`src/logic/dmem_pkg.sv`:
```
/*
 * Shared definitions for the data memory access block
 * Transfer size, privilege, PMA region type, bus protection, bus FSM states
 * Field positions inside PMA configuration words and PMP configuration bytes
 */
`default_nettype none

package dmem_pkg;

  //////////////////////////////////////////////////////////////////////
  // Enumerations
  //////////////////////////////////////////////////////////////////////

  // Transfer size, shared by CPU side and BIU side
  typedef enum logic [1:0] {
    SZ_BYTE = 2'b00,
    SZ_HALF = 2'b01,
    SZ_WORD = 2'b10
  } dmem_size_t;

  // Privilege level, RISC-V mstatus encoding
  typedef enum logic [1:0] {
    PRV_U = 2'b00,
    PRV_M = 2'b11
  } dmem_prv_t;

  // PMA region type
  typedef enum logic [1:0] {
    PMA_EMPTY = 2'b00,
    PMA_MEM   = 2'b01,
    PMA_IO    = 2'b10
  } pma_type_t;

  // BIU protection code for data accesses
  typedef enum logic [1:0] {
    PROT_DATA_USER = 2'b00,
    PROT_DATA_PRIV = 2'b01
  } dmem_prot_t;

  // Bus controller FSM
  typedef enum logic [1:0] {
    ST_IDLE   = 2'b00,
    ST_STROBE = 2'b01,
    ST_WAIT   = 2'b10
  } bus_state_t;

  //////////////////////////////////////////////////////////////////////
  // Configuration field positions
  //////////////////////////////////////////////////////////////////////

  // PMA word: {W, R, type[1:0]}
  localparam int PMA_CFG_W    = 4;
  localparam int PMA_TYPE_LSB = 0;
  localparam int PMA_TYPE_MSB = 1;
  localparam int PMA_R_BIT    = 2;
  localparam int PMA_W_BIT    = 3;

  // PMP byte, RISC-V pmpcfg layout
  localparam int         PMP_CFG_W = 8;
  localparam int         PMP_R_BIT = 0;
  localparam int         PMP_W_BIT = 1;
  localparam int         PMP_A_LSB = 3;
  localparam int         PMP_A_MSB = 4;
  localparam int         PMP_L_BIT = 7;
  // Only top-of-range matching is supported
  localparam logic [1:0] PMP_A_TOR = 2'b01;

endpackage

`default_nettype wire

```
`src/logic/dmem_bus_ctrl.sv`:
```
/*
 * Bus controller for uncached data accesses
 * Issues BIU transfers or immediate error responses, returns read data
 */
`timescale 1ns/100ps
`default_nettype none

module dmem_bus_ctrl #(
  parameter int XLEN = 32
)
(
  input  logic                 clk_i,
  input  logic                 rst_n_i,

  // Buffer head and check results
  input  logic                 q_valid_i,
  input  logic                 q_we_i,
  input  dmem_pkg::dmem_size_t q_size_i,
  input  logic [XLEN-1:0]      q_adr_i,
  input  logic [XLEN-1:0]      q_d_i,
  input  dmem_pkg::dmem_prv_t  q_prv_i,
  input  logic                 misaligned_i,
  input  logic                 pma_fault_i,
  input  logic                 pmp_fault_i,
  output logic                 q_pop_o,

  // CPU response
  output logic [XLEN-1:0]      mem_q_o,
  output logic                 mem_ack_o,
  output logic                 mem_err_o,
  output logic                 mem_misaligned_o,

  // BIU
  output logic                 biu_stb_o,
  input  logic                 biu_stb_ack_i,
  output logic [XLEN-1:0]      biu_adr_o,
  output dmem_pkg::dmem_size_t biu_size_o,
  output logic                 biu_we_o,
  output dmem_pkg::dmem_prot_t biu_prot_o,
  output logic [XLEN-1:0]      biu_d_o,
  input  logic [XLEN-1:0]      biu_q_i,
  input  logic                 biu_ack_i,
  input  logic                 biu_err_i
);
  import dmem_pkg::*;

  bus_state_t state;
  logic       chk_fail;
  logic       bus_done;

  assign chk_fail = misaligned_i | pma_fault_i | pmp_fault_i;

  // Response may come with the strobe ack
  assign bus_done = (biu_ack_i | biu_err_i) &
                    ((state == ST_WAIT) | ((state == ST_STROBE) & biu_stb_ack_i));

  // Head leaves together with its response pulse
  assign q_pop_o = mem_ack_o | mem_err_o;

  //////////////////////////////////////////////////////////////////////
  // FSM and response pulses
  //////////////////////////////////////////////////////////////////////

  always_ff @(posedge clk_i)
  begin
    if (!rst_n_i)
    begin
      state            <= ST_IDLE;
      mem_ack_o        <= 1'b0;
      mem_err_o        <= 1'b0;
      mem_misaligned_o <= 1'b0;
    end
    else
    begin
      mem_ack_o        <= 1'b0;
      mem_err_o        <= 1'b0;
      mem_misaligned_o <= 1'b0;
      if (bus_done)
      begin
        // Bus error wins over ack
        mem_ack_o <= ~biu_err_i;
        mem_err_o <= biu_err_i;
        state     <= ST_IDLE;
      end
      else
      begin
        case (state)
          // Skip the head that is being popped
          ST_IDLE:
            if (q_valid_i && !q_pop_o)
            begin
              if (chk_fail)
              begin
                mem_err_o        <= 1'b1;
                mem_misaligned_o <= misaligned_i;
              end
              else
                state <= ST_STROBE;
            end
          ST_STROBE:
            if (biu_stb_ack_i)
              state <= ST_WAIT;
          default: ;
        endcase
      end
    end
  end

  // Read data holds between load responses
  always_ff @(posedge clk_i)
  begin
    if (bus_done && biu_ack_i && !biu_err_i && !q_we_i)
      mem_q_o <= biu_q_i;
  end

  // Transfer fields straight from the held head entry
  assign biu_stb_o  = (state == ST_STROBE);
  assign biu_adr_o  = q_adr_i;
  assign biu_size_o = q_size_i;
  assign biu_we_o   = q_we_i;
  assign biu_d_o    = q_d_i;
  assign biu_prot_o = (q_prv_i == PRV_U) ? PROT_DATA_USER : PROT_DATA_PRIV;

endmodule

`default_nettype wire

```
`src/logic/dmem_ctrl.sv`:
```
/*
 * Data memory access block, uncached
 * Request buffer, alignment, PMA and PMP checks, bus controller
 */
`timescale 1ns/100ps
`default_nettype none

module dmem_ctrl #(
  parameter int XLEN    = 32,
  parameter int PMA_CNT = 3,
  parameter int PMP_CNT = 4
)
(
  input  logic                                        clk_i,
  input  logic                                        rst_n_i,

  // Configuration
  input  logic [PMA_CNT-1:0][dmem_pkg::PMA_CFG_W-1:0] pma_cfg_i,
  input  logic [PMA_CNT-1:0][XLEN-1:0]               pma_adr_i,
  input  logic [PMP_CNT-1:0][dmem_pkg::PMP_CFG_W-1:0] pmp_cfg_i,
  input  logic [PMP_CNT-1:0][XLEN-1:0]               pmp_addr_i,
  input  dmem_pkg::dmem_prv_t                         st_prv_i,

  // CPU side
  input  logic                                        mem_req_i,
  input  logic                                        mem_we_i,
  input  dmem_pkg::dmem_size_t                        mem_size_i,
  input  logic [XLEN-1:0]                             mem_adr_i,
  input  logic [XLEN-1:0]                             mem_d_i,
  output logic                                        mem_rdy_o,
  output logic [XLEN-1:0]                             mem_q_o,
  output logic                                        mem_ack_o,
  output logic                                        mem_err_o,
  output logic                                        mem_misaligned_o,

  // BIU
  output logic                                        biu_stb_o,
  output logic [XLEN-1:0]                             biu_adr_o,
  output dmem_pkg::dmem_size_t                        biu_size_o,
  output logic                                        biu_we_o,
  output dmem_pkg::dmem_prot_t                        biu_prot_o,
  output logic [XLEN-1:0]                             biu_d_o,
  input  logic                                        biu_stb_ack_i,
  input  logic [XLEN-1:0]                             biu_q_i,
  input  logic                                        biu_ack_i,
  input  logic                                        biu_err_i
);
  import dmem_pkg::*;

  // Buffer head
  logic            q_valid;
  logic            q_we;
  dmem_size_t      q_size;
  logic [XLEN-1:0] q_adr;
  logic [XLEN-1:0] q_d;
  dmem_prv_t       q_prv;
  logic            q_pop;

  // Check results
  logic            misaligned;
  logic            pma_fault;
  logic            pmp_fault;

  dmem_membuf #(
    .XLEN ( XLEN ) )
  membuf_inst (
    .clk_i     ( clk_i      ),
    .rst_n_i   ( rst_n_i    ),
    .req_i     ( mem_req_i  ),
    .we_i      ( mem_we_i   ),
    .size_i    ( mem_size_i ),
    .adr_i     ( mem_adr_i  ),
    .d_i       ( mem_d_i    ),
    .prv_i     ( st_prv_i   ),
    .rdy_o     ( mem_rdy_o  ),
    .pop_i     ( q_pop      ),
    .q_valid_o ( q_valid    ),
    .q_we_o    ( q_we       ),
    .q_size_o  ( q_size     ),
    .q_adr_o   ( q_adr      ),
    .q_d_o     ( q_d        ),
    .q_prv_o   ( q_prv      ) );

  dmem_misalign_chk #(
    .XLEN ( XLEN ) )
  misalign_inst (
    .q_valid_i    ( q_valid    ),
    .adr_i        ( q_adr      ),
    .size_i       ( q_size     ),
    .misaligned_o ( misaligned ) );

  dmem_pma_chk #(
    .XLEN    ( XLEN    ),
    .PMA_CNT ( PMA_CNT ) )
  pma_inst (
    .pma_cfg_i ( pma_cfg_i ),
    .pma_adr_i ( pma_adr_i ),
    .q_valid_i ( q_valid   ),
    .adr_i     ( q_adr     ),
    .size_i    ( q_size    ),
    .we_i      ( q_we      ),
    .fault_o   ( pma_fault ) );

  dmem_pmp_chk #(
    .XLEN    ( XLEN    ),
    .PMP_CNT ( PMP_CNT ) )
  pmp_inst (
    .pmp_cfg_i  ( pmp_cfg_i  ),
    .pmp_addr_i ( pmp_addr_i ),
    .prv_i      ( q_prv      ),
    .q_valid_i  ( q_valid    ),
    .adr_i      ( q_adr      ),
    .we_i       ( q_we       ),
    .fault_o    ( pmp_fault  ) );

  dmem_bus_ctrl #(
    .XLEN ( XLEN ) )
  bus_ctrl_inst (
    .clk_i            ( clk_i            ),
    .rst_n_i          ( rst_n_i          ),
    .q_valid_i        ( q_valid          ),
    .q_we_i           ( q_we             ),
    .q_size_i         ( q_size           ),
    .q_adr_i          ( q_adr            ),
    .q_d_i            ( q_d              ),
    .q_prv_i          ( q_prv            ),
    .misaligned_i     ( misaligned       ),
    .pma_fault_i      ( pma_fault        ),
    .pmp_fault_i      ( pmp_fault        ),
    .q_pop_o          ( q_pop            ),
    .mem_q_o          ( mem_q_o          ),
    .mem_ack_o        ( mem_ack_o        ),
    .mem_err_o        ( mem_err_o        ),
    .mem_misaligned_o ( mem_misaligned_o ),
    .biu_stb_o        ( biu_stb_o        ),
    .biu_stb_ack_i    ( biu_stb_ack_i    ),
    .biu_adr_o        ( biu_adr_o        ),
    .biu_size_o       ( biu_size_o       ),
    .biu_we_o         ( biu_we_o         ),
    .biu_prot_o       ( biu_prot_o       ),
    .biu_d_o          ( biu_d_o          ),
    .biu_q_i          ( biu_q_i          ),
    .biu_ack_i        ( biu_ack_i        ),
    .biu_err_i        ( biu_err_i        ) );

endmodule

`default_nettype wire

```
`src/logic/dmem_membuf.sv`:
```
/*
 * Two-entry in-order request buffer
 * Sits between the CPU request port and the access checks
 */
`timescale 1ns/100ps
`default_nettype none

module dmem_membuf #(
  parameter int XLEN = 32
)
(
  input  logic                 clk_i,
  input  logic                 rst_n_i,

  // CPU side
  input  logic                 req_i,
  input  logic                 we_i,
  input  dmem_pkg::dmem_size_t size_i,
  input  logic [XLEN-1:0]      adr_i,
  input  logic [XLEN-1:0]      d_i,
  input  dmem_pkg::dmem_prv_t  prv_i,
  output logic                 rdy_o,

  // Head entry
  input  logic                 pop_i,
  output logic                 q_valid_o,
  output logic                 q_we_o,
  output dmem_pkg::dmem_size_t q_size_o,
  output logic [XLEN-1:0]      q_adr_o,
  output logic [XLEN-1:0]      q_d_o,
  output dmem_pkg::dmem_prv_t  q_prv_o
);
  import dmem_pkg::*;

  // Entry storage
  logic            we_q   [2];
  dmem_size_t      size_q [2];
  logic [XLEN-1:0] adr_q  [2];
  logic [XLEN-1:0] d_q    [2];
  dmem_prv_t       prv_q  [2];

  logic            wr_ptr;
  logic            rd_ptr;
  logic [1:0]      cnt;
  logic            push;
  logic            pop;

  // Full buffer still accepts when head leaves this cycle
  assign rdy_o     = (cnt != 2'd2) | pop_i;
  assign q_valid_o = (cnt != 2'd0);
  assign push      = req_i & rdy_o;
  assign pop       = pop_i & q_valid_o;

  // Pointers and fill level
  always_ff @(posedge clk_i)
  begin
    if (!rst_n_i)
    begin
      wr_ptr <= 1'b0;
      rd_ptr <= 1'b0;
      cnt    <= 2'd0;
    end
    else
    begin
      if (push)
        wr_ptr <= ~wr_ptr;
      if (pop)
        rd_ptr <= ~rd_ptr;
      cnt <= cnt + {1'b0, push} - {1'b0, pop};
    end
  end

  // Capture request, privilege taken at acceptance
  always_ff @(posedge clk_i)
  begin
    if (push)
    begin
      we_q[wr_ptr]   <= we_i;
      size_q[wr_ptr] <= size_i;
      adr_q[wr_ptr]  <= adr_i;
      d_q[wr_ptr]    <= d_i;
      prv_q[wr_ptr]  <= prv_i;
    end
  end

  // Head entry
  assign q_we_o   = we_q[rd_ptr];
  assign q_size_o = size_q[rd_ptr];
  assign q_adr_o  = adr_q[rd_ptr];
  assign q_d_o    = d_q[rd_ptr];
  assign q_prv_o  = prv_q[rd_ptr];

endmodule

`default_nettype wire

```
`src/logic/dmem_misalign_chk.sv`:
```
/*
 * Alignment check on the buffer head
 * Transfer size against the low address bits
 */
`timescale 1ns/100ps
`default_nettype none

module dmem_misalign_chk #(
  parameter int XLEN = 32
)
(
  input  logic                 q_valid_i,
  input  logic [XLEN-1:0]      adr_i,
  input  dmem_pkg::dmem_size_t size_i,
  output logic                 misaligned_o
);
  import dmem_pkg::*;

  logic bad_align;

  // Bytes are always aligned
  always_comb
  begin
    case (size_i)
      SZ_HALF: bad_align = adr_i[0];
      SZ_WORD: bad_align = |adr_i[1:0];
      default: bad_align = 1'b0;
    endcase
  end

  // Only flag a live head entry
  assign misaligned_o = q_valid_i & bad_align;

endmodule

`default_nettype wire

```
`src/logic/dmem_pma_chk.sv`:
```
/*
 * Physical memory attribute check
 * Top-of-range region lookup, type, permission and IO width rules
 */
`timescale 1ns/100ps
`default_nettype none

module dmem_pma_chk #(
  parameter int XLEN    = 32,
  parameter int PMA_CNT = 3
)
(
  // Region table
  input  logic [PMA_CNT-1:0][dmem_pkg::PMA_CFG_W-1:0] pma_cfg_i,
  input  logic [PMA_CNT-1:0][XLEN-1:0]               pma_adr_i,

  // Buffer head
  input  logic                                        q_valid_i,
  input  logic [XLEN-1:0]                             adr_i,
  input  dmem_pkg::dmem_size_t                        size_i,
  input  logic                                        we_i,

  output logic                                        fault_o
);
  import dmem_pkg::*;

  logic                 hit;
  logic [PMA_CFG_W-1:0] sel_cfg;
  pma_type_t            sel_type;
  logic                 fault;

  // Region k spans previous top up to pma_adr_i[k]
  // Lowest matching region decides
  always_comb
  begin
    logic [XLEN-1:0] lo;
    hit     = 1'b0;
    sel_cfg = '0;
    lo      = '0;
    for (int k = 0; k < PMA_CNT; k++)
    begin
      if (!hit && adr_i >= lo && adr_i < pma_adr_i[k])
      begin
        hit     = 1'b1;
        sel_cfg = pma_cfg_i[k];
      end
      lo = pma_adr_i[k];
    end
  end

  assign sel_type = pma_type_t'(sel_cfg[PMA_TYPE_MSB:PMA_TYPE_LSB]);

  // Unmapped, empty, missing permission, narrow IO access
  always_comb
  begin
    if (!hit)
      fault = 1'b1;
    else if (sel_type == PMA_EMPTY)
      fault = 1'b1;
    else if (we_i ? !sel_cfg[PMA_W_BIT] : !sel_cfg[PMA_R_BIT])
      fault = 1'b1;
    else if (sel_type == PMA_IO && size_i != SZ_WORD)
      fault = 1'b1;
    else
      fault = 1'b0;
  end

  assign fault_o = q_valid_i & fault;

endmodule

`default_nettype wire

```
`src/logic/dmem_pmp_chk.sv`:
```
/*
 * Physical memory protection check
 * Top-of-range entries, privilege and lock rules
 * pmp_addr_i entries are byte addresses
 */
`timescale 1ns/100ps
`default_nettype none

module dmem_pmp_chk #(
  parameter int XLEN    = 32,
  parameter int PMP_CNT = 4
)
(
  // PMP entries
  input  logic [PMP_CNT-1:0][dmem_pkg::PMP_CFG_W-1:0] pmp_cfg_i,
  input  logic [PMP_CNT-1:0][XLEN-1:0]               pmp_addr_i,

  // Privilege captured with the request
  input  dmem_pkg::dmem_prv_t                         prv_i,

  // Buffer head
  input  logic                                        q_valid_i,
  input  logic [XLEN-1:0]                             adr_i,
  input  logic                                        we_i,

  output logic                                        fault_o
);
  import dmem_pkg::*;

  logic                 hit;
  logic [PMP_CFG_W-1:0] sel_cfg;
  logic                 perm_ok;
  logic                 fault;

  //////////////////////////////////////////////////////////////////////
  // Entry match
  //////////////////////////////////////////////////////////////////////

  // Lower bound is always the previous pmpaddr, whatever its mode
  // Entries not in TOR mode never match
  always_comb
  begin
    logic [XLEN-1:0] lo;
    hit     = 1'b0;
    sel_cfg = '0;
    lo      = '0;
    for (int i = 0; i < PMP_CNT; i++)
    begin
      if (!hit && pmp_cfg_i[i][PMP_A_MSB:PMP_A_LSB] == PMP_A_TOR &&
          adr_i >= lo && adr_i < pmp_addr_i[i])
      begin
        hit     = 1'b1;
        sel_cfg = pmp_cfg_i[i];
      end
      lo = pmp_addr_i[i];
    end
  end

  //////////////////////////////////////////////////////////////////////
  // Privilege and lock rules
  //////////////////////////////////////////////////////////////////////

  // R for loads, W for stores
  assign perm_ok = we_i ? sel_cfg[PMP_W_BIT] : sel_cfg[PMP_R_BIT];

  always_comb
  begin
    // Machine mode only bound by locked entries
    if (prv_i == PRV_M)
      fault = hit & sel_cfg[PMP_L_BIT] & ~perm_ok;
    // User mode needs a matching entry with permission
    else
      fault = ~hit | ~perm_ok;
  end

  assign fault_o = q_valid_i & fault;

endmodule

`default_nettype wire

```
`config.mk`:
```
export PLATFORM = sky130hd
export DESIGN_NAME = dmem_ctrl
export DESIGN_NICKNAME = d
export VERILOG_FILES = /design/src/logic/dmem_pkg.sv /design/src/logic/dmem_bus_ctrl.sv /design/src/logic/dmem_ctrl.sv /design/src/logic/dmem_membuf.sv /design/src/logic/dmem_misalign_chk.sv /design/src/logic/dmem_pma_chk.sv /design/src/logic/dmem_pmp_chk.sv
export SDC_FILE = /design/constraint.sdc
export NUM_CORES = 1
export LEC_CHECK = 0
export BUFFER_PORTS_ARGS = -buffer_cell sky130_fd_sc_hd__buf_2
export CORE_AREA = 2 2 185 187
export CTS_CLUSTER_DIAMETER = 150
export DETAILED_ROUTE_END_ITERATION = 8
export DIE_AREA = 0 0 187 189
export GPL_ROUTABILITY_DRIVEN = 0
export GPL_TIMING_DRIVEN = 0
export HOLD_SLACK_MARGIN = 0.02
export PLACE_DENSITY_LB_ADDON = 0.08
export REMOVE_ABC_BUFFERS = 1
export SKIP_LAST_GASP = 1
export SLEW_MARGIN = 25
export SYNTH_ARGS = -nofsm -noshare
export SYNTH_HDL_FRONTEND = slang
export SYNTH_SLANG_ARGS = --single-unit
```
`constraint.sdc`:
```
create_clock -name clk_i -period 4.14 [get_ports clk_i]
set_clock_uncertainty 0.05 [all_clocks]
set_input_delay 0.414 -clock clk_i [delete_from_list [all_inputs] [get_ports clk_i]]
set_output_delay 0.414 -clock clk_i [all_outputs]
set_load 0.005 [all_outputs]
```
==> key figures <==
Timing
  • Fmax: roughly 0.26 GHz
  • Period minus WS final: 3.88 ns
  • Final worst-path cycle share: 93.6%
  • Setup TNS: 0 ns
  • Relative slew slack: 48.1%
  • Unrepaired setup endpoints after global routing: false
  • Fin. max-slew vios: 0
  • Final setup margin: between 0.2 and 0.3 ns
  • Slew at the pin closest to its max-slew limit: 0.778 ns
  • Setup Viol. Count Final: 0
  • Final hold vios: 0

Placement
  • I/O Buffers: 467
  • Placed cells: ~2100
  • Detail Placement HPWL: 33300 µm
  • Post-place setup slack: -0.621 ns

Die
  • Die X: 187 µm
  • Die Y: 189 µm
  • Total die area: between 0.03 and 0.04 mm²
  • Std cell rows: 67
  • Core area: 0.0333 mm²
  • IO Pins: 481
  • Initial Util: 37.2%

Min path
  • Hold path depth: 1
  • HP Class: primary input to register

Yosys
  • Top-area cell type share of the netlist area: 41.2%
  • Cells after Synth: about 1100
  • Post-synth EDFFs: 170
  • Area contributors post-synth: edfxtp_1 41%, ha_1 23%, inv_1 7.0%, mux2_2 5.7%, a21oi_1 2.7%
  • Synth Cell Area: 0.0124 mm²
  • Ys async rst share: 0%
  • Sequential element share of the synthesized area: 42.8%
  • Synthesis-stage register bit count: 180
  • Ys flop type: edfxtp_1
  • Synth warn: 0
  • Syn_area_per_cell: around 11 µm²
  • Cell variety after synth: 79
  • Area leader, netlist: edfxtp_1

Clock network
  • CTS tree: built
  • CTS Buffer Depth: 2
  • Root buffer cell: clkbuf_16
  • Clock transition at path regs: 0.07 ns
  • Clk sinks: 180
  • Total CTS buffers: 17
  • Worst skew pair latency: roughly 0.45 ns
  • H-tree level count: 4

Drt
  • Total routed wirelength: 41200 µm
  • Vias per cell: 4.94
  • DRC errors left: 0
  • Routed Antenna Nets: 0
  • First drt pass iteration count: 4
  • Drt wl/cell: 19.6 µm
  • Drt initial violations: 434
  • DR vias: 10400

Setup path
  • CP endpoint kind: register
  • Crit path DAT: around 4.2 ns
  • Reg2reg path depth: 12
  • CP Class: register to register
  • Crit path max-delay family: compound AO/OA/AOI/OAI gates
  • Slowest CP cell: mux2_2
  • Top cell by count, worst path: a21oi_1
  • Startpoint type of the worst setup path: register
  • Buf+Inv Stages, Crit Path: 1
  • CP required: 4.42 ns
  • Peak per-stage delay on the critical path: 0.50 ns
  • Critical path cell sequence: buf_16 > mux2_2 > ha_1 > a21oi_1 > o21ai_1 > a221o_1 > a21oi_1 > and2_1 > a221oi_1 > o31ai_1 > nand4_1 > a211o_1
  • Crit path max fanout: 43
  • Crit path depth: 12

Layout
  • Post-layout util: 48.3%
  • P&R area growth vs syn: 29.7%
  • Number of fill cells: between 3000 and 4000
  • Nets: around 2200
  • Cell Count, Final, Fillers Out: 2101
  • Layout cells sized above 1: 36.5%

Power
  • P_leak: 7.90 nW
  • PwrDens: about 410 mW/mm²
  • Max VDD drop: 0.261 mV

GRT
  • Largest net degree at the start of global routing: between 40 and 50
  • Vias in the first global route: around 11000
  • First-pass GRT wire length: slightly above 60000 µm
  • GRT Total Usage: a little under a quarter
  • Antenna violations before repair: 19
  • Gr ovfl total: 0

Run status
  • Status: finished, final reports clean

Job
  • Max Cap Viol: 0
-- power breakdown --
group / switching (mW) / internal [mW]
Clock: 0.743 / 0.779
Combinational: 1.60 / 1.20
Sequential: 0.0505 / 2.20
-- worst reg2reg max path: stages, from the launching register on --
cell and delay (ns):
dfxtp_4 0.40, buf_16 0.25, mux2_2 0.55, ha_1 0.34, a21oi_1 0.16, o21ai_1 0.08
a221o_1 0.37, a21oi_1 0.42, and2_1 0.33, a221oi_1 0.13, o31ai_1 0.25, nand4_1 0.15
a211o_1 0.31
-- cell families (layout without fill, tap and decap cells) --
family / Yosys count / in the layout / share of synthesized area, %
mux: 67 / 67 / 6.18
other cells: 1 / 13 / 0.0302
compound gates: 201 / 201 / 10.8
simple gates: 224 / 224 / 9.92
fa+ha+maj: 225 / 225 / 22.7
buf+inv: 242 / 740 / 7.37
xor+xnor: 3 / 3 / 0.212
flops: 180 / 180 / 42.8
-- synthesized netlist by cell type, types with 3 or more instances --
library cell	number
inv_1	230
ha_1	225
edfxtp_1	170
a21oi_1	68
mux2_2	63
nand2_1	55
nand4_1	40
nor2_1	36
o21ai_0	24
nand3_1	20
nor4_1	15
a211oi_1	14
o21ai_1	13
a21o_1	11
nor3_1	11
dfxtp_1	10
nor2b_1	10
o211ai_1	8
a31oi_1	7
and2_1	6
o21a_1	6
o31ai_1	6
a221oi_1	5
and3_1	5
clkbuf_1	5
a2111oi_0	4
a311oi_1	4
nand4_2	4
a211o_1	3
buf_1	3
nand2b_1	3
-- repair_timing --
action / in CTS / in global routing
resized for setup: 7 / 3
setup endpoints to repair: 2 / 2
hold buffers: 0 / 0
buffers inserted: 3 / 0
-- through the flow --
step | total power, mW | instance area (µm²) | hold slack (ns)
2_1_floorplan | 4.01 | 12400 | 0.432
3_3_place_gp | 5.02 | 15300 | 0.460
3_5_place_dp | 5.08 | 15400 | 0.463
4_1_cts | 6.66 | 16000 | 0.0602
5_1_grt | 7.07 | 16100 | 0.0642
6_report | 6.58 | 16100 | 0.0892
-- worst paths after layout --
kind                     startpoint                   endpoint  slack, ns
max                        register    bus_ctrl_inst.mem_err_o       0.26
min                     biu_q_i[29]  bus_ctrl_inst.mem_q_o[29]       0.09
max reg2reg                register    bus_ctrl_inst.mem_err_o       0.26
min reg2reg  bus_ctrl_inst.state[1]     bus_ctrl_inst.state[1]       0.49
-- area by class of cell --
| type | instances | area [µm²] | area share, % |
|---|---|---|---|
| Multi-Input combinational cell | 721 | 6250 | 38.9 |
| Sequential cell | 180 | 5310 | 33.0 |
| Timing Repair Buffer | 476 | 2520 | 15.7 |
| Inverter | 232 | 871 | 5.42 |
| Tap cell | 448 | 561 | 3.49 |
| Clock buffer | 19 | 433 | 2.69 |
| Clock inverter | 13 | 100 | 0.623 |
| Antenna cell | 12 | 30.0 | 0.187 |
-- placed cells by master (no fill, tap or decap), types with 3 or more instances in the layout --
cell type	n
buf_2	467
inv_1	230
ha_1	225
edfxtp_1	170
a21oi_1	68
mux2_2	63
nand2_1	55
nand4_1	40
nor2_1	35
o21ai_0	24
nand3_1	20
clkbuf_16	17
a211oi_1	13
o21ai_1	13
diode_2	12
nor4_1	12
nor3_1	11
a21o_1	11
nor2b_1	10
dfxtp_1	9
o211ai_1	8
a31oi_1	7
and2_1	6
o21a_1	6
o31ai_1	6
a221oi_1	5
clkinv_2	5
buf_16	5
nand4_2	4
and3_1	4
inv_6	4
nand2b_1	3
a311oi_1	3
a211o_1	3
-- state kept, by name (all words and copies together), names as in the netlist, named ones only --
name / flops
membuf_inst.d_q: 64
membuf_inst.we_q: 2
bus_ctrl_inst.mem_err_o: 1
bus_ctrl_inst.mem_ack_o: 1
bus_ctrl_inst.state: 2
bus_ctrl_inst.mem_misaligned_o: 1
membuf_inst.rd_ptr: 1
membuf_inst.adr_q: 64
membuf_inst.wr_ptr: 1
bus_ctrl_inst.mem_q_o: 32
membuf_inst.cnt: 2
membuf_inst.size_q: 4
membuf_inst.prv_q: 4
-- metal layers --
metal | part of all wire [%] | global-route usage (%)
met5 | 0.26 | 0
met4 | 2.0 | 6.90
met3 | 7.4 | 6.97
met2 | 49 | 40.3
met1 | 42 | 28.3
(Power assumes the default switching activity.)
